**src/rtl/mem_bus_pkg.sv**
```systemverilog
package mem_bus_pkg;

    // bus widths
    localparam int ADDR_W = 32;
    localparam int DATA_W = 32;
    localparam int STRB_W = DATA_W / 8;

    localparam int N_MASTERS = 2;
    localparam int GRANT_W   = (N_MASTERS > 1) ? $clog2(N_MASTERS) : 1;

    // SRAM geometry, byte addressed with word granularity
    localparam int MEM_DEPTH = 256;
    localparam int MEM_AW    = $clog2(MEM_DEPTH);

    // cycles from address handshake to the response valid
    localparam int READ_LATENCY  = 2;
    localparam int WRITE_LATENCY = 1;
    localparam int MAX_LATENCY   =
        (READ_LATENCY > WRITE_LATENCY) ? READ_LATENCY : WRITE_LATENCY;
    localparam int LAT_W         = $clog2(MAX_LATENCY + 1);

    typedef enum logic [1:0] {
        RESP_OKAY   = 2'b00,
        RESP_SLVERR = 2'b10
    } resp_e;

    typedef enum logic [1:0] {
        PORT_FREE = 2'b00,
        PORT_WAIT = 2'b01,
        PORT_BUSY = 2'b10
    } port_state_e;

    typedef enum logic [1:0] {
        SLV_IDLE  = 2'b00,
        SLV_READ  = 2'b01,
        SLV_WRITE = 2'b10
    } slave_state_e;

    // master to slave
    typedef struct packed {
        logic [ADDR_W-1:0] araddr;
        logic              arvalid;
        logic              rready;
        logic [ADDR_W-1:0] awaddr;
        logic              awvalid;
        logic [DATA_W-1:0] wdata;
        logic [STRB_W-1:0] wstrb;
        logic              wvalid;
        logic              bready;
    } bus_req_t;

    // slave to master
    typedef struct packed {
        logic              arready;
        logic [DATA_W-1:0] rdata;
        resp_e             rresp;
        logic              rvalid;
        logic              awready;
        logic              wready;
        resp_e             bresp;
        logic              bvalid;
    } bus_rsp_t;

endpackage

```
**src/rtl/bus_arbiter.sv**
```systemverilog
`timescale 1ns/1ps

module bus_arbiter
    import mem_bus_pkg::*;
(
    input  logic        clk,
    input  logic        rst,

    input  port_state_e port_state [N_MASTERS],

    input  bus_req_t    mst_req [N_MASTERS],
    output bus_rsp_t    mst_rsp [N_MASTERS],

    output bus_req_t    slv_req,
    input  bus_rsp_t    slv_rsp
);

    logic [GRANT_W-1:0] grant;
    logic [GRANT_W-1:0] grant_next;
    logic               grant_free;

    // the grant may only move once its owner has nothing pending
    assign grant_free = (port_state[grant] == PORT_FREE);

    // fixed priority, the lowest waiting index wins
    always_comb begin
        grant_next = grant;
        if (grant_free) begin
            for (int i = N_MASTERS - 1; i >= 0; i--) begin
                if (port_state[i] == PORT_WAIT) begin
                    grant_next = GRANT_W'(i);
                end
            end
        end
    end

    always_ff @(posedge clk or posedge rst) begin
        if (rst) begin
            grant <= '0;
        end else begin
            grant <= grant_next;
        end
    end

    // whole bundles are steered, the slave only ever sees one master
    always_comb begin
        slv_req = mst_req[grant];
    end

    // responses reach the granted master alone, everyone else sees zeros
    always_comb begin
        for (int i = 0; i < N_MASTERS; i++) begin
            if (GRANT_W'(i) == grant) begin
                mst_rsp[i] = slv_rsp;
            end else begin
                mst_rsp[i] = '0;
            end
        end
    end

endmodule

```
**config.mk**
```make
export PLATFORM = sky130hd
export DESIGN_NAME = bus_arbiter
export DESIGN_NICKNAME = d
export VERILOG_FILES = /design/src/rtl/mem_bus_pkg.sv /design/src/rtl/bus_arbiter.sv
export SDC_FILE = /design/constraint.sdc
export NUM_CORES = 1
export LEC_CHECK = 0
export BUFFER_PORTS_ARGS = -buffer_cell sky130_fd_sc_hd__buf_2
export CORE_AREA = 2 2 171 173
export DETAILED_ROUTE_END_ITERATION = 8
export DIE_AREA = 0 0 173 175
export GPL_TIMING_DRIVEN = 1
export SLEW_MARGIN = 20
export SYNTH_ARGS = -nofsm -noshare
export SYNTH_HDL_FRONTEND = slang
export SYNTH_SLANG_ARGS = --single-unit
```
**constraint.sdc**
```tcl
create_clock -name clk -period 2.47 [get_ports clk]
set_input_delay 0.247 -clock clk [delete_from_list [all_inputs] [get_ports clk]]
set_output_delay 0.247 -clock clk [all_outputs]
set_load 0.02 [all_outputs]
```
After elaboration in Yosys (flattened, before gate mapping)
Index checks and enable logic that the tools add are counted.
Storage, ports and cells
  register bits: 1
  output and inout bits: 187
  bits of input ports: 257
Cells by class
  bitwise logic cells: 1
  multiplexer cells: 10
  reduce and logical (&&, ||, !) cells: 3
  order comparisons: 1
  equal/unequal tests: 2
Operators by type and width (number)
  105-bit 2-to-1 mux: 3
  41-bit 2-to-1 mux: 2
  2-bit 2-to-1 mux: 3
  2-bit by 1-bit equality test with 1-bit output, second input constant: 2
  2-bit >= comparator, second input constant: 1
  2-bit zero test: 1
  1-bit 2-to-1 mux: 2
  1-bit NOT with 2-bit output: 1
  2-bit AND reduction: 1
  2-bit nonzero test: 1

Depth between registers and ports, before layout
Gate-level depths: netlist (run 1).
  depth in word-level cells: 6
  gate-level depth with buffers: 5

Worst setup path before layout (run 1)
No wires, ideal clock.
  path kind: register -> output
  from: register grant
  to: output port mst_rsp[60] in the netlist's numbering
  setup slack: 1080 ps
  data required time: 2223 ps
  stages on the path, launching flop included: 5
  arrival time: 1143 ps
  cells stage by stage: dfrtp_1 -> buf_6 -> buf_2 -> buf_2 -> nor2b_1
RTL lines
  start, declared: RTL line bus_arbiter.sv:18  | logic [GRANT_W-1:0] grant;
  start signal, assigned: RTL line bus_arbiter.sv:41  | grant <= grant_next;
  end, declared: RTL line bus_arbiter.sv:12  | output bus_rsp_t mst_rsp [N_MASTERS],

==> results of run 1 <==
[path summary, 6_finish.rpt]
path                                from          end  depth (start not counted)
max in group asynchronous            rst        grant                          2
hold reg to reg                    grant        grant                          3
hold / removal                       rst        grant                          2
setup reg to reg                   grant        grant                          3
min in group clk           port_state[2]        grant                          2
setup / recovery                   grant  slv_req[82]                          3
[cells by family (layout without fill, tap and decap cells)]
group                  after synthesis  in the layout
DFF                                  1              1
other                                0              3
AOI/OAI and AO/OA                    2              2
muxes                              105            105
buffers and inverters               22            456
and+or+nand+nor                     83             83
[synthesized netlist by cell type]
cell type	number	share of area (%)
a2bb2oi_1	1	0.44
nor2b_1	41	13
mux2_4	26	20
nor3b_1	1	0.38
buf_6	5	2.8
mux2_2	79	45
and2_1	41	13
dfrtp_1	1	1.3
clkbuf_4	1	0.38
clkbuf_1	4	0.76
buf_2	11	2.8
inv_1	1	0.19
o31ai_1	1	0.38
[routing by layer]
metal | wire (µm) | global-route usage (%) | vias up
li1 | - | - | 1600
met1 | 4520 | 7.90 | 1429
met2 | 6230 | 13.5 | 235
met3 | 1060 | 0.805 | 8
met4 | 388 | 2.12 | 0
met5 | 0 | 0 | -
[power breakdown]
part	switching, µW	internal, µW
Sequential	17.0	18.6
Clock	0	0.000163
Combinational	588	525
Total	605	544
[stage by stage]
| stage | cells | total power, µW | area, µm² | util, % |
|---|---|---|---|---|
| after global placement | 1031 | 1140 | 4660 | 16.4 |
| final | 1034 | 1150 | 4670 | 16.4 |
| after floorplan | 213 | 687 | 1980 | - |
| after global routing | 1034 | 1220 | 4670 | 16.4 |
| after detailed placement | 1031 | 1150 | 4660 | 16.4 |
| after CTS | 1031 | 1160 | 4660 | 16.4 |
[worst register-to-register path, cell delays in order, from the launching register on]
cell	delay [ns]
dfrtp_4	0.73
buf_4	0.25
o31ai_1	0.07
a2bb2oi_1	0.20
[cell type report]
cell class / instances / area [µm²] / share of cell area [%]
Timing Repair Buffer: 455 / 2330 / 49.9
Multi-Input combinational cell: 190 / 1820 / 38.9
Tap cell: 384 / 480 / 10.3
Sequential cell: 1 / 28.8 / 0.616
Antenna cell: 3 / 7.51 / 0.161
Inverter: 1 / 3.75 / 0.0804
[cell usage in the layout, fill, tap and decap left out, drive strengths merged]
cell / instances
and2: 41
buf: 455
a2bb2oi: 1
o31ai: 1
dfrtp: 1
inv: 1
mux2: 105
nor3b: 1
diode: 3
nor2b: 41
==> flow_metrics.env, run 1 <==
export IMPL_synth_top_family_by_area="multiplexers"
export IMPL_grt_max_degree=49
export IMPL_drc=0
export IMPL_worst_pin_slew_ns=0.503
export IMPL_chipWidth_um=173
export IMPL_port_buffers=443
export IMPL_min_path_type="primary input to async pin"
export IMPL_drv_cap=0
export IMPL_r2r_setup_slack_ns=1.12
export IMPL_synth_cell_types=13
export IMPL_hold_buffers=0
export IMPL_synth_fp_nets=470
export IMPL_largest_reg_flops=1
export IMPL_dp_hpwl_um=10900
export IMPL_dieArea_um2=30300
export IMPL_pin_count=444
export IMPL_drt_first_pass_iters=4
export IMPL_drv_slew=0
export IMPL_gp_congestion=0.766
export IMPL_ant_nets=0
export IMPL_wire_per_inst_um=11.8
export IMPL_status="finished, final reports clean"
export IMPL_leakage_uw=0.00260
export IMPL_antenna_found_initial=3
export IMPL_drt_wl_total_um=12200
export IMPL_n_fill_cell=3262
export IMPL_layout_area_overhead_vs_synth_pct=136
export IMPL_path_buf_inv=2
export IMPL_layout_nets=906
export IMPL_start_kind="flop"
export IMPL_core_area_um2=28400
export IMPL_cts_resized=0
export IMPL_via_per_inst=3.16
export IMPL_synth_cells=213
export IMPL_layout_drive_gt1_share_pct=86.7
export IMPL_grt_ovfl_total=0
export IMPL_critPathSlowestCell="dfrtp_4"
export IMPL_yosysSeqAreaShare_pct=1.26
export IMPL_rsz0062_at_grt="no"
export IMPL_reg_largest_list="grant: 1 flops"
export IMPL_dr_first_iter_drc_count=87
export IMPL_ys_seq_elements=1
export IMPL_fin_ws_ns=0.667
export IMPL_dp_slack_ns=0.636
export IMPL_die_y_um=175
export IMPL_post_route_period_util_pct=73.0
export IMPL_synth_mux_area_share_pct=64.7
export IMPL_tns_ns=0
export IMPL_slew_headroom_pct=66.4
export IMPL_cpPeakStageDelay_ns=0.73
export IMPL_synth_adder_area_share_pct=0
export IMPL_clkTransAtPathRegs_ns=0
export IMPL_track_usage_pct=6.96
export IMPL_synthSimpleGateAreaFrac_pct=26.3
export IMPL_worstPathRequired_ns=2.22
export IMPL_start_util_pct=6.97
export IMPL_hold_viol=0
export IMPL_avgSynthCellArea_um2=9.29
export IMPL_path_max_fanout=48
export IMPL_fin_crit_ns=1.80
export IMPL_cp_arrival_ns=1.56
export IMPL_syn_area_um2=1980
export IMPL_critical_path_class="flop to output port"
export IMPL_fp_row_count=62
export IMPL_first_global_vias=3205
export IMPL_cts_setup_buffers=0
export IMPL_top_register="grant"
export IMPL_path_cells="buf_12 > mux2_4 > buf_2"
export IMPL_dr_total_vias=3272
export IMPL_cpLargestDelayFamily="flip-flops"
export IMPL_hold_worst_slack_ns=0.108
export IMPL_fin_worst_skew_ns=0
export IMPL_ir_worst_vdd_uv=109
export IMPL_synth_compound_area_share_pct=0.822
export IMPL_power_per_cell_area_nw_per_um2=246
export IMPL_yosys_warnings=0
export IMPL_grt_pass1_wl_um=17200
export IMPL_critPathCaptureType="output port"
export IMPL_clkLatencyLatePin_ns=0
export IMPL_fmax_mhz=555
export IMPL_synthXorXnorAreaFrac_pct=0
export IMPL_setup_violations=0
Note: power is estimated with default switching activity, not from simulation.
==> run 2, diff against run 1 <==
- CORE_AREA: 2 2 171 173 -> 2 2 172 174
- DIE_AREA: 0 0 173 175 -> 0 0 174 176
- clock period: 2.47 -> 1.8 ns (I/O delays scaled with it)
==> run 2 against run 1 <==
Against the previous run:
- worst hold slack got worse by 0.090 ns
- final area increased by 1.1%
- combinational power increased by 42%
- largest cell class unchanged
==> flow_metrics.env, run 2 (same netlist as run 1, synthesis figures left out) <==
export IMPL_grt_max_degree=47
export IMPL_pin_count=444
export IMPL_drt_wl_total_um=12000
export IMPL_grt_ovfl_total=0
export IMPL_drc=0
export IMPL_layout_drive_gt1_share_pct=86.8
export IMPL_dr_total_vias=3300
export IMPL_antenna_cells=0
export IMPL_layout_nets=912
export IMPL_cp_arrival_ns=1.34
export IMPL_core_area_um2=28500
export IMPL_fin_crit_ns=1.52
export IMPL_antenna_found_initial=1
export IMPL_min_path_type="primary input to async pin"
export IMPL_ant_nets=0
export IMPL_final_common_cell="buf_2"
export IMPL_drv_slew=0
export IMPL_port_buffers=443
export IMPL_worst_pin_slew_ns=0.225
export IMPL_ir_worst_vdd_uv=125
export IMPL_setup_violations=0
export IMPL_gp_congestion=0.789
export IMPL_finalPower_uw=1600
export IMPL_via_per_inst=3.18
export IMPL_fin_ws_ns=0.283
export IMPL_start_kind="flop"
export IMPL_cts_setup_buffers=0
export IMPL_critPathCaptureType="output port"
export IMPL_dp_hpwl_um=11000
export IMPL_cts_resized=0
export IMPL_dp_slack_ns=0.269
export IMPL_dr_first_iter_drc_count=62
export IMPL_grt_pass1_wl_um=16800
export IMPL_slew_headroom_pct=85.0
export IMPL_power_per_cell_area_nw_per_um2=340
export IMPL_wire_per_inst_um=11.6
export IMPL_fin_worst_skew_ns=0
export IMPL_critical_path_class="flop to output port"
export IMPL_hold_viol=0
export IMPL_chipWidth_um=174
export IMPL_fp_row_count=62
export IMPL_worstPathRequired_ns=1.62
export IMPL_drv_cap=0
export IMPL_clkTransAtPathRegs_ns=0
export IMPL_clkLatencyLatePin_ns=0
export IMPL_dieArea_um2=30600
export IMPL_largest_reg_flops=1
export IMPL_status="finished, final reports clean"
export IMPL_top_register="grant"
export IMPL_post_route_period_util_pct=84.3
export IMPL_leakage_uw=0.00264
export IMPL_path_max_fanout=28
export IMPL_hold_worst_slack_ns=0.0183
export IMPL_track_usage_pct=6.67
export IMPL_fmax_mhz=659
export IMPL_drt_first_pass_iters=4
export IMPL_layout_area_overhead_vs_synth_pct=138
export IMPL_die_y_um=176
export IMPL_hold_buffers=0
export IMPL_rsz0062_at_grt="no"
export IMPL_reg_largest_list="grant: 1 flops"
export IMPL_tns_ns=0
export IMPL_first_global_vias=3121
export IMPL_start_util_pct=6.93
export IMPL_layout_common_cells="443 x buf_2, 79 x mux2_2, 41 x nor2b_1, 41 x and2_1, 26 x mux2_4"
-- run 2: changes by cell type in the layout (fill, tap and decap cells not counted), sizes merged --
| cell | previous run | this run |
|---|---|---|
| diode | 3 | 0 |
| buf | 455 | 461 |
-- run 2: through the flow --
| stage | std cells | util, % | cell area (µm²) |
|---|---|---|---|
| after global routing | 1037 | 16.5 | 4720 |
| after floorplan | 213 | - | 1980 |
| after CTS | 1037 | 16.5 | 4720 |
| after detailed placement | 1037 | 16.5 | 4720 |
| after global placement | 1037 | 16.5 | 4720 |
| final | 1037 | 16.5 | 4720 |
-- run 2: routing by layer --
| layer | track usage [%] | part of all wire (%) | wire, µm |
|---|---|---|---|
| met4 | 0.0350 | 0.0083 | 1 |
| met5 | 0 | 0.11 | 13 |
| met2 | 12.3 | 50 | 6050 |
| met1 | 8.52 | 41 | 4880 |
| met3 | 1.31 | 9.1 | 1090 |
-- run 2: final timing paths --
| kind | startpoint | to | slack (ns) | cells past startpoint |
|---|---|---|---|---|
| max | grant | slv_req[47] | 0.28 | 4 |
| min | rst | grant | 0.02 | 2 |
| max reg2reg | grant | grant | 0.61 | 4 |
| min reg2reg | grant | grant | 1.06 | 4 |
| max in group asynchronous | rst | grant | 1.67 | 2 |
| min in group clk | port_state[2] | grant | 0.37 | 2 |
-- run 2: final cells by class --
| cell class | count | area, µm² |
|---|---|---|
| Tap cell | 384 | 480 |
| Fill cell | 3256 | 23800 |
| Sequential cell | 1 | 28.8 |
| Timing Repair Buffer | 461 | 2390 |
| Multi-Input combinational cell | 190 | 1820 |
| Inverter | 1 | 3.75 |
-- run 2: worst max-delay path, stage by stage (launching register included) --
cell     delay, ns
dfrtp_4       0.40
buf_12        0.17
buf_12        0.21
mux2_2        0.36
buf_2         0.16
-- run 2: report_power, final --
part | switching (µW) | internal (µW)
clock network | 0 | 0
logic | 839 | 738
registers | 1.70 | 25.7
==> run 3, diff against run 2 <==
- clock period: 1.8 -> 1.5 ns (I/O delays scaled with it)
==> run 3 against run 2 <==
Against the previous run:
- power grew 23%
- register-to-register slack got worse by 0.25 ns
- die area is the same
- worst hold slack improved by 0.31 ns
- cell count is 0.39% higher
- sequential power is 26% higher
- final area rose by 2.3%
- largest power group unchanged
- highest routed layer unchanged
- critical path depth did not move
- routed wire length decreased by 0.21%
==> flow_metrics.env, run 3 (same netlist as run 1, synthesis figures left out) <==
export IMPL_status="finished, final reports clean"
export IMPL_ir_worst_vdd_uv=155
export IMPL_multi_input_area_um2=1820
export IMPL_slew_headroom_pct=86.4
export IMPL_pin_count=444
export IMPL_layout_cells_non_filler=1041
export IMPL_largest_reg_flops=1
export IMPL_tns_ns=0
export IMPL_fmax_mhz=673
export IMPL_worstPathRequired_ns=1.35
export IMPL_critPathCaptureType="output port"
export IMPL_critical_path_class="flop to output port"
export IMPL_p_int_uw=958
export IMPL_min_path_type="primary input to flop"
export IMPL_fin_ws_ns=0.0146
export IMPL_fp_row_count=62
export IMPL_drc=0
export IMPL_via_per_inst=3.12
export IMPL_reg2reg_from="grant"
export IMPL_drt_wl_total_um=12000
export IMPL_layout_drive_gt1_share_pct=86.7
export IMPL_r2r_setup_slack_ns=0.36
export IMPL_clkTransAtPathRegs_ns=0
export IMPL_wire_per_inst_um=11.5
export IMPL_clkPwrFrac_pct=0
export IMPL_port_buffers=443
export IMPL_grt_ovfl_total=0
export IMPL_layout_common_cells="433 x buf_2, 79 x mux2_2, 41 x nor2b_1, 41 x and2_1, 26 x mux2_4"
export IMPL_hold_worst_slack_ns=0.327
export IMPL_drv_cap=0
export IMPL_final_common_cell="buf_2"
export IMPL_gp_congestion=0.775
export IMPL_top_register="grant"
export IMPL_dp_hpwl_um=10900
export IMPL_dp_slack_ns=0.00549
export IMPL_die_y_um=176
export IMPL_antenna_found_initial=2
export IMPL_chipWidth_um=174
export IMPL_endpoint="slv_req[89]"
export IMPL_r2r_cells=4
export IMPL_track_usage_pct=6.77
export IMPL_hold_viol=0
export IMPL_layout_area_overhead_vs_synth_pct=144
export IMPL_seqPwrFrac_pct=1.8
export IMPL_grt_pass1_wl_um=17000
export IMPL_start_kind="flop"
export IMPL_drv_slew=0
export IMPL_leakage_uw=0.00268
export IMPL_ant_nets=0
export IMPL_clkLatencyLatePin_ns=0
export IMPL_fin_crit_ns=1.49
export IMPL_setup_violations=0
export IMPL_power_switching_share_pct=51.4
export IMPL_utilization_pct=16.9
export IMPL_reg2reg_to="grant"
export IMPL_grt_max_degree=31
export IMPL_worst_pin_slew_ns=0.202
export IMPL_reg_largest_list="grant: 1 flops"
export IMPL_seq_area_um2=28.8
export IMPL_cp_arrival_ns=1.34
export IMPL_drt_first_pass_iters=4
export IMPL_dpl_cell_count=1038
export IMPL_dr_first_iter_drc_count=86
export IMPL_dieArea_um2=30600
export IMPL_n_fill_cell=3249
export IMPL_power_per_cell_area_nw_per_um2=408
export IMPL_layout_nets=915
export IMPL_path_max_fanout=30
export IMPL_post_route_period_util_pct=99.0
export IMPL_start_util_pct=6.93
export IMPL_dr_total_vias=3245
export IMPL_fin_worst_skew_ns=0
export IMPL_p_sw_uw=1010
export IMPL_rsz0062_at_grt="yes"
export IMPL_startpoint="grant"
export IMPL_pwr_share_comb_pct=98.2
export IMPL_core_area_um2=28500
export IMPL_first_global_vias=3198
## run 3: area by class of cell
| type | count | share of cell area (%) |
|---|---|---|
| multi-input cells | 190 | 37.6 |
| repair buffers | 464 | 51.7 |
| well taps | 384 | 9.95 |
| inverters | 1 | 0.0777 |
| flip-flops and latches | 1 | 0.596 |
| diodes | 1 | 0.0518 |
## run 3: repair_timing
item	in CTS	in global routing
buffers inserted	0	1
resized for setup	0	21
hold endpoints to repair	1	0
setup endpoints to repair	0	17
hold buffers	1	0
## run 3: how the worst min path moves through the flow
stage                        from  endpoint  slack, ns  depth (start not counted)
floorplan                     rst     grant      -0.12                          1
global placement              rst     grant     -0.006                          2
detailed placement            rst     grant      -0.01                          2
CTS                 port_state[2]     grant       0.33                          2
global route        port_state[2]     grant       0.35                          2
finish              port_state[2]     grant       0.33                          2
## run 3: power groups by stage
stage	Sequential [µW]	Combinational [µW]	Clock (µW)
6_report	34.6	1940	0.0000896
5_1_grt	35.1	2060	0
4_1_cts	34.8	1910	0
3_5_place_dp	34.8	1900	0
3_3_place_gp	34.4	1880	0
2_1_floorplan	30.2	1100	0
## run 3: critical path, cell delays in order (launching register included)
cell and delay [ns]:
dfrtp_4 0.49, buf_12 0.18, buf_16 0.19, mux2_4 0.30, buf_2 0.16
## run 3: metrics by stage
step | total power [µW] | area (µm²)
finish | 1970 | 4830
global route | 2100 | 4830
CTS | 1940 | 4750
detailed placement | 1930 | 4740
global placement | 1920 | 4740
floorplan | 1130 | 1980
## run 3: per-layer routing
metal,global-route usage (%),vias to the layer above,routed length (µm)
met2,12.1,199,5870
met4,0.245,2,54
met5,0,-,13
li1,-,1625,-
met1,9.02,1415,4960
met3,1.03,4,1120
