## config.mk

```make
export PLATFORM = sky130hd
export DESIGN_NAME = bus_port_tracker
export DESIGN_NICKNAME = d
export VERILOG_FILES = /design/src/rtl/mem_bus_pkg.sv /design/src/rtl/bus_port_tracker.sv
export SDC_FILE = /design/constraint.sdc
export NUM_CORES = 1
export LEC_CHECK = 0
export ABC_AREA = 1
export BUFFER_PORTS_ARGS = -buffer_cell sky130_fd_sc_hd__buf_2
export CORE_AREA = 10 10 49 51
export DETAILED_ROUTE_END_ITERATION = 12
export DIE_AREA = 0 0 59 61
export PLACE_DENSITY = 0.95
export SYNTH_ARGS = -nofsm -noshare
export SYNTH_HDL_FRONTEND = slang
export SYNTH_SLANG_ARGS = --single-unit
```

## constraint.sdc

```tcl
create_clock -name clk -period 0.8 [get_ports clk]
set_clock_uncertainty 0.15 [all_clocks]
set_input_delay 0.08 -clock clk [delete_from_list [all_inputs] [get_ports clk]]
set_output_delay 0.08 -clock clk [all_outputs]
set_load 0.005 [all_outputs]
```

## src/rtl/mem_bus_pkg.sv

```systemverilog
package mem_bus_pkg;

    // bus widths
    localparam int ADDR_W = 32;
    localparam int DATA_W = 32;
    localparam int STRB_W = DATA_W / 8;

    localparam int N_MASTERS = 2;
    localparam int GRANT_W   = (N_MASTERS > 1) ? $clog2(N_MASTERS) : 1;

    // SRAM geometry, byte addressed with word granularity
    localparam int MEM_DEPTH = 256;
    localparam int MEM_AW    = $clog2(MEM_DEPTH);

    // cycles from address handshake to the response valid
    localparam int READ_LATENCY  = 2;
    localparam int WRITE_LATENCY = 1;
    localparam int MAX_LATENCY   =
        (READ_LATENCY > WRITE_LATENCY) ? READ_LATENCY : WRITE_LATENCY;
    localparam int LAT_W         = $clog2(MAX_LATENCY + 1);

    typedef enum logic [1:0] {
        RESP_OKAY   = 2'b00,
        RESP_SLVERR = 2'b10
    } resp_e;

    typedef enum logic [1:0] {
        PORT_FREE = 2'b00,
        PORT_WAIT = 2'b01,
        PORT_BUSY = 2'b10
    } port_state_e;

    typedef enum logic [1:0] {
        SLV_IDLE  = 2'b00,
        SLV_READ  = 2'b01,
        SLV_WRITE = 2'b10
    } slave_state_e;

    // master to slave
    typedef struct packed {
        logic [ADDR_W-1:0] araddr;
        logic              arvalid;
        logic              rready;
        logic [ADDR_W-1:0] awaddr;
        logic              awvalid;
        logic [DATA_W-1:0] wdata;
        logic [STRB_W-1:0] wstrb;
        logic              wvalid;
        logic              bready;
    } bus_req_t;

    // slave to master
    typedef struct packed {
        logic              arready;
        logic [DATA_W-1:0] rdata;
        resp_e             rresp;
        logic              rvalid;
        logic              awready;
        logic              wready;
        resp_e             bresp;
        logic              bvalid;
    } bus_rsp_t;

endpackage

```

## src/rtl/bus_port_tracker.sv

```systemverilog
`timescale 1ns/1ps

module bus_port_tracker
    import mem_bus_pkg::*;
(
    input  logic        clk,
    input  logic        rst,
    input  bus_req_t    req,
    input  bus_rsp_t    rsp,
    output port_state_e state
);

    logic ar_hs;
    logic aw_hs;
    logic r_done;
    logic b_done;
    logic requesting;

    // rsp is already routed, so a master without the grant never sees a ready
    assign ar_hs = req.arvalid && rsp.arready;
    assign aw_hs = req.awvalid && req.wvalid && rsp.awready && rsp.wready;

    assign r_done = rsp.rvalid && req.rready;
    assign b_done = rsp.bvalid && req.bready;

    // a write only counts as a request once both address and data are offered
    assign requesting = req.arvalid || (req.awvalid && req.wvalid);

    always_ff @(posedge clk or posedge rst) begin
        if (rst) begin
            state <= PORT_FREE;
        end else if (ar_hs || aw_hs) begin
            state <= PORT_BUSY;
        end else if (requesting) begin
            state <= PORT_WAIT;
        end else if (r_done || b_done) begin
            state <= PORT_FREE;
        end
    end

endmodule

```

# --- Word level (Yosys, flattened, before mapping) ---
# Index checks and enable logic that the tools add are counted.
op_classes:
  muxes: 3
  n_reduce_logical: 10
op_table:
  columns: ["operator", "count"]
  rows:
  - ["$logic_and A1 B1 Y1", 6]
  - ["$mux W2", 3]
  - ["$logic_or A1 B1 Y1", 3]
  - ["$reduce_bool A3 Y1", 1]
totals:
  in_bits: 148
  out_inout_bits: 2
  regBits: 2
  word_cells: 14

# --- Logic depth before layout (Yosys ltp) ---
# Gate-level depths: netlist of the first run.
depth:
  depth_word: 5
  depth_mapped: 5
  mapped_depth_nobuf: 5

# --- Least setup slack after synthesis of the first run ---
# No wires, ideal clock.
synth_timing:
  path_kind: "reg2reg"
  start: "reg state[0] (netlist name)"
  end: "reg state[0]"
  arrival_time_ns: 0.465
  stages_incl_launch_ff: 3
  required_time_ns: 0.534
  period_less_slack_ns: 0.731
  path_slack_ns: 0.069
  cell_sequence: "dfrtp_1 -> nand2_1 -> nand2_1"
synth_lines:
  columns: ["element", "line_no", "rtl"]
  rows:
  - ["to (signal assigned)", "bus_port_tracker.sv:31", "state <= PORT_FREE;"]
  - ["to (signal assigned)", "bus_port_tracker.sv:33", "state <= PORT_BUSY;"]
  - ["to (signal assigned)", "bus_port_tracker.sv:35", "state <= PORT_WAIT;"]
  - ["to (decl)", "bus_port_tracker.sv:10", "output port_state_e state"]

# --- Worst setup path in the final report of the first run ---
layout_timing:
  start: "reg state[0]"
  end: "out state[0]"
# No word-level cell between the ends.

==> results of run 1 <==
-- layout make-up --
cell class | instances | area share, %
sequential | 2 | 19.23
timing repair buffer | 15 | 31.73
inverter | 4 | 5.769
clock buffer | 3 | 8.654
multi-input combinational | 15 | 26.92
tap | 16 | 7.692
-- final timing paths --
check / start / to / cells past startpoint
min in group asynchronous: rst / state[0]$_DFFE_PP0P_ / 3
max in group asynchronous: rst / state[1]$_DFFE_PP0P_ / 3
min: rsp[40] / state[0]$_DFFE_PP0P_ / 4
min reg2reg: state[1]$_DFFE_PP0P_ / state[1]$_DFFE_PP0P_ / 2
max: state[0]$_DFFE_PP0P_ / state[0] / 1
max reg2reg: state[0]$_DFFE_PP0P_ / state[0]$_DFFE_PP0P_ / 3
-- routing by layer --
metal / up-vias / global-route usage (%)
li1: 97 / -
met1: 67 / 3.013
met2: 9 / 3.904
met3: 0 / 4.175
met4: 0 / 4.918
met5: - / 0
-- report_power, final --
part           switching, mW  internal (mW)  leakage [nW]
combinational         0.0364         0.0499         0.125
sequential           0.00415          0.112        0.0241
clock                 0.0601          0.166        0.0138
total                  0.101          0.328         0.163
-- cell families after synthesis --
family / synth area share [%]
compound gates: 6.483
simple gates: 45.37
flops: 37.04
buf+inv: 11.11
-- through the flow --
stage	utilization, %	TNS [ps]
floorplan	-	0
global placement	14.97	0
detailed placement	14.97	0
CTS	17.69	-375.1
global route	17.69	-451.9
finish	17.69	-321.0
-- cells in the final DEF (no fill, tap or decap) --
| cell | instances |
|---|---|
| nor2_2 | 1 |
| o21a_2 | 1 |
| dlygate4sd3_1 | 1 |
| inv_1 | 4 |
| buf_2 | 13 |
| nand2_2 | 2 |
| buf_4 | 1 |
| nand2_1 | 10 |
| dfrtp_1 | 2 |
| nand3_1 | 1 |
| clkbuf_4 | 3 |
-- repair_timing --
| action | 4_1_cts | 5_1_grt |
|---|---|---|
| gates cloned | 0 | 0 |
| buffers inserted | 1 | 0 |
| resized for setup | 0 | 0 |
| endpoints found under the setup margin | 2 | 3 |
| hold buffers | 1 | 0 |
| hold endpoints to repair | 3 | 0 |
==> metrics, run 1 <==
Post-DP HPWL 464.9 µm; max cap viols 0; Num CTS Buffers 3; Die W 59 µm; IO Port Bufs 13; Yosys reg bits 2; pin count of the biggest net entering global routing 4; crit path max-delay cell type dfrtp_1; R2R setup slack -40 ps; fmax 1058 MHz; largest reg by FF count state; design area 260.3 µm²; Pwr Density 1645 nW/µm²; Yosys top cell area share 37.04%; final hold vios 1; Layout area overhead 92.59%; Worst-path clk slew 30 ps; Worst-Margin Slew 92.79 ps; cell taking the most area after synthesis dfrtp_1; Post-Synthesis Cells 21; WL met3 71 µm; TritonCTS clock tree built; worst hold slack -5.912 ps; WL met2 236 µm; number of flip-flops in the largest register 2; Rel. slew slack 93.81%; sequential fraction of the synthesis area 37.04%; synthesized cell area 135.1 µm²; failing checks negative hold slack, negative setup slack; Final Wtd Congestion 0.6773; Sequential Area 50.05 µm²; GRT Overall Usage 3.651%; Worst EP arrival 710 ps; Syn. warnings 0; I/O pin cnt 150; vias in the first global route 185; First-pass DRT Iterations 1; clock root buffer clkbuf_4; Syn Nets 169; min-delay worst type input pin to flop; FP Rows 14; WL/cell 9.491 µm; synth cell count leaders nand2_1 (10), inv_1 (4), dfrtp_1 (2), nand2_2 (2); Slew Viols, Final 0; first-pass GRT wire length 821 µm; Core Region 1471 µm²; Fillers 186; Max Used Layer met3; Top delay family on crit path flip-flops; initial antenna violation count 0; Final Cycle Share 118.1%; critical path class flop to output port; initial DRC count 0; vias 173; crit path buf inv count 1; Total Die Area 3599 µm²; minimum clock period 945.0 ps; post-route ant nets 0; total gr overflow 0; Die Y-Extent 61 µm; vias per cell 3.145; worst skew pair latency 220 ps; Cell Count Post-Placement 50; total wire length 522 µm; Leak Pwr 0.1626 nW; top-count cell post-synth nand2_1; CP Capture Type output port; async set or reset register ratio after synthesis 100.0%; antenna cell count 0; RSZ-0062 raised after global routing true; Starting Density 9.184%; highest cell delay on the worst timing path 360 ps; share of cells above drive strength 1 53.85%; CP required 570 ps; library cells used by synthesis 7; nets 189; DRC viols 0; EDFF count, synth 0; Top FF cell, synth dfrtp_1; final worst setup slack -145.0 ps; H-tree Lvls 1; Max Root-Sink Buffers 2; Placed Area 220.2 µm²; Metal-1 WL 214 µm; status complete, but fails checks; worst path cell trace buf_2; footprint of the multi-input gates 70.07 µm²; setup slack at placement 16.44 ps; non-filler instance count after layout 55; Worst setup SP type flop; Largest regs state: 2 flops; final setup fails 3; critical path fanouts, max 2; ranking of synthesized cells by area dfrtp_1 (37%), nand2_1 (28%), inv_1 (11%); Final Power 0.4281 mW; TritonCTS sink count 2; maximum vdd ir drop 363.8 µV; Post-Syn Area per Cell 6.435 µm²
No activity file was read; power rests on OpenSTA's default activity.
==> run 2, diff against run 1 <==
--- a/config.mk
+++ b/config.mk
@@ -7,9 +7,9 @@
 export LEC_CHECK = 0
 export ABC_AREA = 1
-export BUFFER_PORTS_ARGS = -buffer_cell sky130_fd_sc_hd__buf_2
-export CORE_AREA = 10 10 49 51
+export CORE_AREA = 10 10 50 52
 export DETAILED_ROUTE_END_ITERATION = 12
-export DIE_AREA = 0 0 59 61
-export PLACE_DENSITY = 0.95
+export DIE_AREA = 0 0 60 62
+export DONT_BUFFER_PORTS = 1
+export PLACE_DENSITY = 0.3
 export SYNTH_ARGS = -nofsm -noshare
 export SYNTH_HDL_FRONTEND = slang
==> constraint.sdc (replaced) <==
create_clock -name clk -period 0.8 [get_ports clk]
set_clock_uncertainty 0.15 [all_clocks]
set_input_delay 0.12 -clock clk [delete_from_list [all_inputs] [get_ports clk]]
set_output_delay 0.12 -clock clk [all_outputs]
set_load 0.005 [all_outputs]
==> metrics, run 2 (synthesis results as in run 1) <==
status complete, but fails checks; failing checks negative hold slack, negative setup slack; commonest non-fill, non-tap cell in the layout nand2_1; R2R Path End state[1]$_DFFE_PP0P_; initial DRC count 1 (+1); total gr overflow 0 (unchanged); Die Y-Extent 62 µm (+1.6%); setup tns final -537.8 ps (-216.8 ps); Largest regs state: 2 flops; critical path class flop to output port; hold path start rsp[40]; Worst R2R Path Depth 3 (unchanged); initial antenna violation count 0 (unchanged); RSZ-0062 raised after global routing true; H-tree Lvls 1 (unchanged); CP Capture Type output port; Worst setup SP type flop; maximum vdd ir drop 716.3 µV (+97%); Starting Density 8.372% (-0.81 points); antenna cell count 0 (unchanged); final setup fails 4 (+1); min-delay worst type input pin to flop; IO Port Bufs 0 (-13); Hold EP state[0]$_DFFE_PP0P_; share of cells above drive strength 1 37.93% (-16 points); r2r startpoint state[1]$_DFFE_PP0P_; final hold vios 2 (+1); first-pass GRT wire length 793 µm (-3.4%); Worst-path clk slew 30 ps (about the same); total wire length 536 µm (+2.7%); Rel. slew slack 93.41% (-0.40 points); fmax 1001 MHz (-5.4%); vias per cell 3.370 (+7.1%); largest reg by FF count state; critical path fanouts, max 2 (unchanged); Die W 60 µm (+1.7%); footprint of the multi-input gates 70.07 µm² (unchanged); First-pass DRT Iterations 2 (+1); Min-Delay Path Depth 3 (-1); Total Die Area 3720 µm² (+3.4%); R2R setup slack -80 ps (-40 ps); Slew Viols, Final 0 (unchanged); Final Wtd Congestion 0.6747 (-0.38%); crit path max-delay cell type dfrtp_1; nets 179 (-5.3%); max cap viols 0 (unchanged); Post-DP HPWL 472 µm (+1.5%); final worst setup slack -198.9 ps (-53.92 ps); worst hold slack -38.60 ps (-32.69 ps); Final Power 0.4285 mW (about the same); DRC viols 0 (unchanged); TritonCTS clock tree built; vias in the first global route 184 (-0.54%); worst skew pair latency 230 ps (about the same); clock root buffer clkbuf_4; commonest cells after routing, fill and taps aside nand2_1 (10), inv_1 (4), clkbuf_4 (3); Cell Count Post-Placement 40 (-20%); I/O pin cnt 150 (unchanged); Sequential Area 50.05 µm² (unchanged); Final Cycle Share 124.9% (+6.7 points); highest cell delay on the worst timing path 380 ps (+20 ps); Fillers 188 (+1.1%); Layout area overhead 67.59%; FP Rows 15 (+1); Pwr Density 1892 nW/µm² (+15%); non-filler instance count after layout 46 (-16%); GRT Overall Usage 3.264% (-0.39 points); hold buffers post-CTS 1 (unchanged); number of flip-flops in the largest register 2 (unchanged); worst path cell trace buf_6; Leak Pwr 0.1281 nW (-21%); WL/cell 11.65 µm (+23%); crit path buf inv count 1 (unchanged); setup slack at placement 23.48 ps (+7.044 ps); Core Region 1614 µm² (+9.7%); TritonCTS sink count 2 (unchanged); minimum clock period 998.9 ps (+53.92 ps); Worst EP arrival 730 ps (+20 ps); CP required 530 ps (-40 ps); vias 155 (-10%); Max Root-Sink Buffers 2 (unchanged); Num CTS Buffers 3 (unchanged); post-route ant nets 0 (unchanged); pin count of the biggest net entering global routing 4 (unchanged); Worst-Margin Slew 98.84 ps (+6.051 ps); Top delay family on crit path flip-flops
run 2: cell count changes in the layout (fill, tap and decap cells not counted):
cell   change
buf_4      +1
buf_6      +2
buf_2     -13
run 2: metal layers:
| layer | wire length, µm | vias to the layer above | share of wire [%] | track usage (%) |
|---|---|---|---|---|
| met1 | 245 | 68 | 46 | 2.867 |
| met2 | 198 | 10 | 37 | 3.676 |
| li1 | - | 77 | - | - |
| met4 | 0 | 0 | 0 | 0.9615 |
| met5 | 0 | - | 0 | 0 |
| met3 | 92 | 0 | 17 | 5.285 |
run 2: where the power goes:
group | switching (mW) | leakage, nW | internal, mW
combinational | 0.0298 | 0.0902 | 0.0481
sequential | 0.00727 | 0.0241 | 0.112
clock | 0.0651 | 0.0138 | 0.166
total | 0.102 | 0.128 | 0.326
run 2: how the worst max path moves through the flow:
stage / start / to / slack (ps) / cells after the start
2_1_floorplan: state[0]$_DFFE_PP0P_ / state[0]$_DFFE_PP0P_ / 70 / 2
3_3_place_gp: state[0]$_DFFE_PP0P_ / state[0] / 30 / 1
3_5_place_dp: state[0]$_DFFE_PP0P_ / state[0] / 20 / 1
4_1_cts: state[0]$_DFFE_PP0P_ / state[0] / -200 / 1
5_1_grt: state[1]$_DFFE_PP0P_ / state[1] / -240 / 1
6_report: state[1]$_DFFE_PP0P_ / state[1] / -200 / 1
run 2: layout make-up:
cell class / count / share of cell area (%)
flip-flops and latches: 2 / 22.10
well taps: 17 / 9.392
inverters: 4 / 6.630
multi-input cells: 15 / 30.94
clock buffers: 3 / 9.945
repair buffers: 5 / 20.99
run 2: timing repair:
action	CTS	global route
setup buffers	2	0
setup endpoints to repair	2	4
resized for setup	2	0
endpoints found under the hold margin	4	1
run 2: per-stage QoR:
stage	hold slack, ps	cell area (µm²)	util [%]
after floorplan	-288.8	135.1	-
after global placement	-280.9	171.4	10.62
after detailed placement	-279.6	171.4	10.62
after CTS	-31.89	226.5	14.03
after global routing	-6.585	226.5	14.03
final	-38.60	226.5	14.03
==> run 3, diff against run 2 <==
- ABC_AREA: 1 -> unset
- PLACE_DENSITY: 0.3 -> unset
- PLACE_DENSITY_LB_ADDON: unset -> 0.12
- clock period: 0.8 -> 1.07 ns (I/O delays scaled with it)
==> metrics, run 3 <==
Yosys reg bits 2 (unchanged); Total Die Area 3720 µm² (unchanged); Rel. slew slack 88.34% (-5.1 points); FP Rows 15 (unchanged); clock root buffer clkbuf_4; Leak Pwr 0.07738 nW (-40%); Worst-Margin Slew 175.0 ps (+76.11 ps); crit path launch req[38]; nets 167 (-6.7%); post-route ant nets 0 (unchanged); I/O pin cnt 150 (unchanged); initial antenna violation count 0 (unchanged); Post-DP HPWL 436.9 µm (-7.4%); Worst path depth 3 (+2); first-pass GRT wire length 607 µm (-23%); library cells used by synthesis 7 (unchanged); H-tree Lvls 1 (unchanged); vias in the first global route 122 (-34%); largest reg by FF count state; Final Wtd Congestion 0.5644 (-16%); Core Region 1614 µm² (unchanged); top-count cell post-synth nand2_1; Yosys top cell area share 48.78% (+12 points); r2r startpoint state[1]$_DFFE_PP0P_; crit path max-delay cell type dlygate4sd3_1; number of flip-flops in the largest register 2 (unchanged); Final Power 0.2785 mW (-35%); Layout area overhead 71.95%; worst skew pair latency 220 ps (about the same); worst hold slack -8.362 ps (+30.24 ps); synth cell count leaders nand2_1 (3), a21oi_1 (2), dfrtp_1 (2); Layout Utilization 10.93% (-3.1 points); status complete, but fails checks; Worst setup SP type input pin; post-CTS sizing 0 (-2); Top FF cell, synth dfrtp_1; min-delay worst type input pin to flop; max cap viols 0 (unchanged); sequential fraction of the synthesis area 48.78% (+12 points); Largest regs state: 2 flops; EDFF count, synth 0 (unchanged); async set or reset register ratio after synthesis 100.0% (unchanged); minimum clock period 1032 ps; cell taking the most area after synthesis dfrtp_1; total gr overflow 0 (unchanged); pin count of the biggest net entering global routing 3 (-1); Num CTS Buffers 3 (unchanged); setup tns final 0 ps (+537.8 ps); Slew Viols, Final 0 (unchanged); Sequential Area 50.05 µm² (unchanged); Fillers 196 (+4.3%); Starting Density 6.357% (-2.0 points); Syn. warnings 0 (unchanged); Post-Syn Area per Cell 9.327 µm² (+45%); most used cell along the critical path a21oi_1; total wire length 485 µm (-9.5%); TritonCTS clock tree built; Final Cycle Share 96.44%; critical path fanouts, max 2 (unchanged); maximum vdd ir drop 209.5 µV (-71%); CP required 1020 ps (+490 ps); Top delay family on crit path buffers and inverters; Pwr Density 1579 nW/µm² (-17%); TritonCTS sink count 2 (unchanged); final setup fails 0 (-4); Max Root-Sink Buffers 2 (unchanged); final hold vios 1 (-1); share of cells above drive strength 1 29.41% (-8.5 points); DRC viols 0 (unchanged); Die Y-Extent 62 µm (unchanged); First-pass DRT Iterations 2 (unchanged); Worst EP arrival 980 ps (+250 ps); vias 111 (-28%); Worst R2R Path Depth 1 (-2); fmax 969.1 MHz; Worst-path clk slew 30 ps (about the same); critical path class input pin to flop; worst path cell trace a21oi_1 -> dlygate4sd3_1 -> a21oi_1; RSZ-0062 raised after global routing false; vias per cell 3.265 (-3.1%); footprint of the multi-input gates 48.80 µm² (-30%); failing checks negative hold slack; Post-Synthesis Cells 11 (-48%); antenna cell count 0 (unchanged); synthesized cell area 102.6 µm² (-24%); hold path start req[0]; commonest cells after routing, fill and taps aside nand2_1 (3), clkbuf_4 (3), dlygate4sd3_1 (3); highest cell delay on the worst timing path 590 ps (+210 ps); GRT Overall Usage 2.480% (-0.78 points); crit path buf inv count 1 (unchanged); R2R Path End state[1]$_DFFE_PP0P_; CP Capture Type flop; Syn Nets 159 (-5.9%); CP endpoint state[0]$_DFFE_PP0P_; initial DRC count 2 (+1); WL/cell 14.26 µm (+22%); R2R setup slack 210 ps (+290 ps); Post-CTS Setup Bufs 0 (-2); IO Port Bufs 0 (unchanged); Die W 60 µm (unchanged); ranking of synthesized cells by area dfrtp_1 (49%), a22oi_2 (12%), nand2_1 (11%)
## run 3: repair_timing
item | CTS | global route
hold endpoints to repair | 3 | 1
setup endpoints to repair | 0 | 0
hold buffers | 2 | 1
## run 3: cell families (layout without fill, tap and decap cells)
family | count (synthesis) | count (layout) | synth area share (%)
AO/OA/AOI/OAI | 4 | 4 | 30.49
AND/OR/NAND/NOR | 4 | 4 | 17.08
flip-flops | 2 | 2 | 48.78
buffers and inverters | 1 | 7 | 3.655
## run 3: area by class of cell
type	count	area share [%]
clock buffer	3	12.77
inverter	1	2.128
multi-input combinational	8	27.66
sequential	2	28.37
tap	17	12.06
timing repair buffer	3	17.02
## run 3: how the worst min path moves through the flow
| stage | slack, ps | end | depth (start not counted) |
|---|---|---|---|
| 6_report | -8 | state[0]$_DFFE_PP0P_ | 3 |
| 5_1_grt | -3 | state[0]$_DFFE_PP0P_ | 3 |
| 4_1_cts | -10 | state[0]$_DFFE_PP0P_ | 3 |
| 3_5_place_dp | -240 | state[0]$_DFFE_PP0P_ | 1 |
| 3_3_place_gp | -240 | state[1]$_DFFE_PP0P_ | 1 |
| 2_1_floorplan | -250 | state[0]$_DFFE_PP0P_ | 1 |
## run 3: routing by layer
| metal | GRT usage [%] | wire [µm] |
|---|---|---|
| met1 | 1.378 | 121 |
| met2 | 3.824 | 265 |
| met3 | 3.252 | 98 |
| met4 | 1.923 | 0 |
| met5 | 0 | 0 |
## run 3: report_power, final
part           internal [mW]  switching (mW)
clock                  0.123          0.0368
combinational         0.0182          0.0107
sequential            0.0838         0.00597
total                  0.225          0.0534
## run 3: worst min-delay path, stage by stage
cell	delay [ps]
a22oi_2	40
nand2_1	60
a21oi_1	60
## run 3: metrics by stage
step	hold WS [ps]	instance area (µm²)	cells	setup slack [ps]
4_1_cts	-11.18	166.4	33	78.49
5_1_grt	-2.622	176.4	34	28.04
3_5_place_dp	-242.0	123.9	28	205.4
3_3_place_gp	-243.9	123.9	28	206.1
6_report	-8.362	176.4	34	38.14
2_1_floorplan	-248.3	102.6	11	242.7
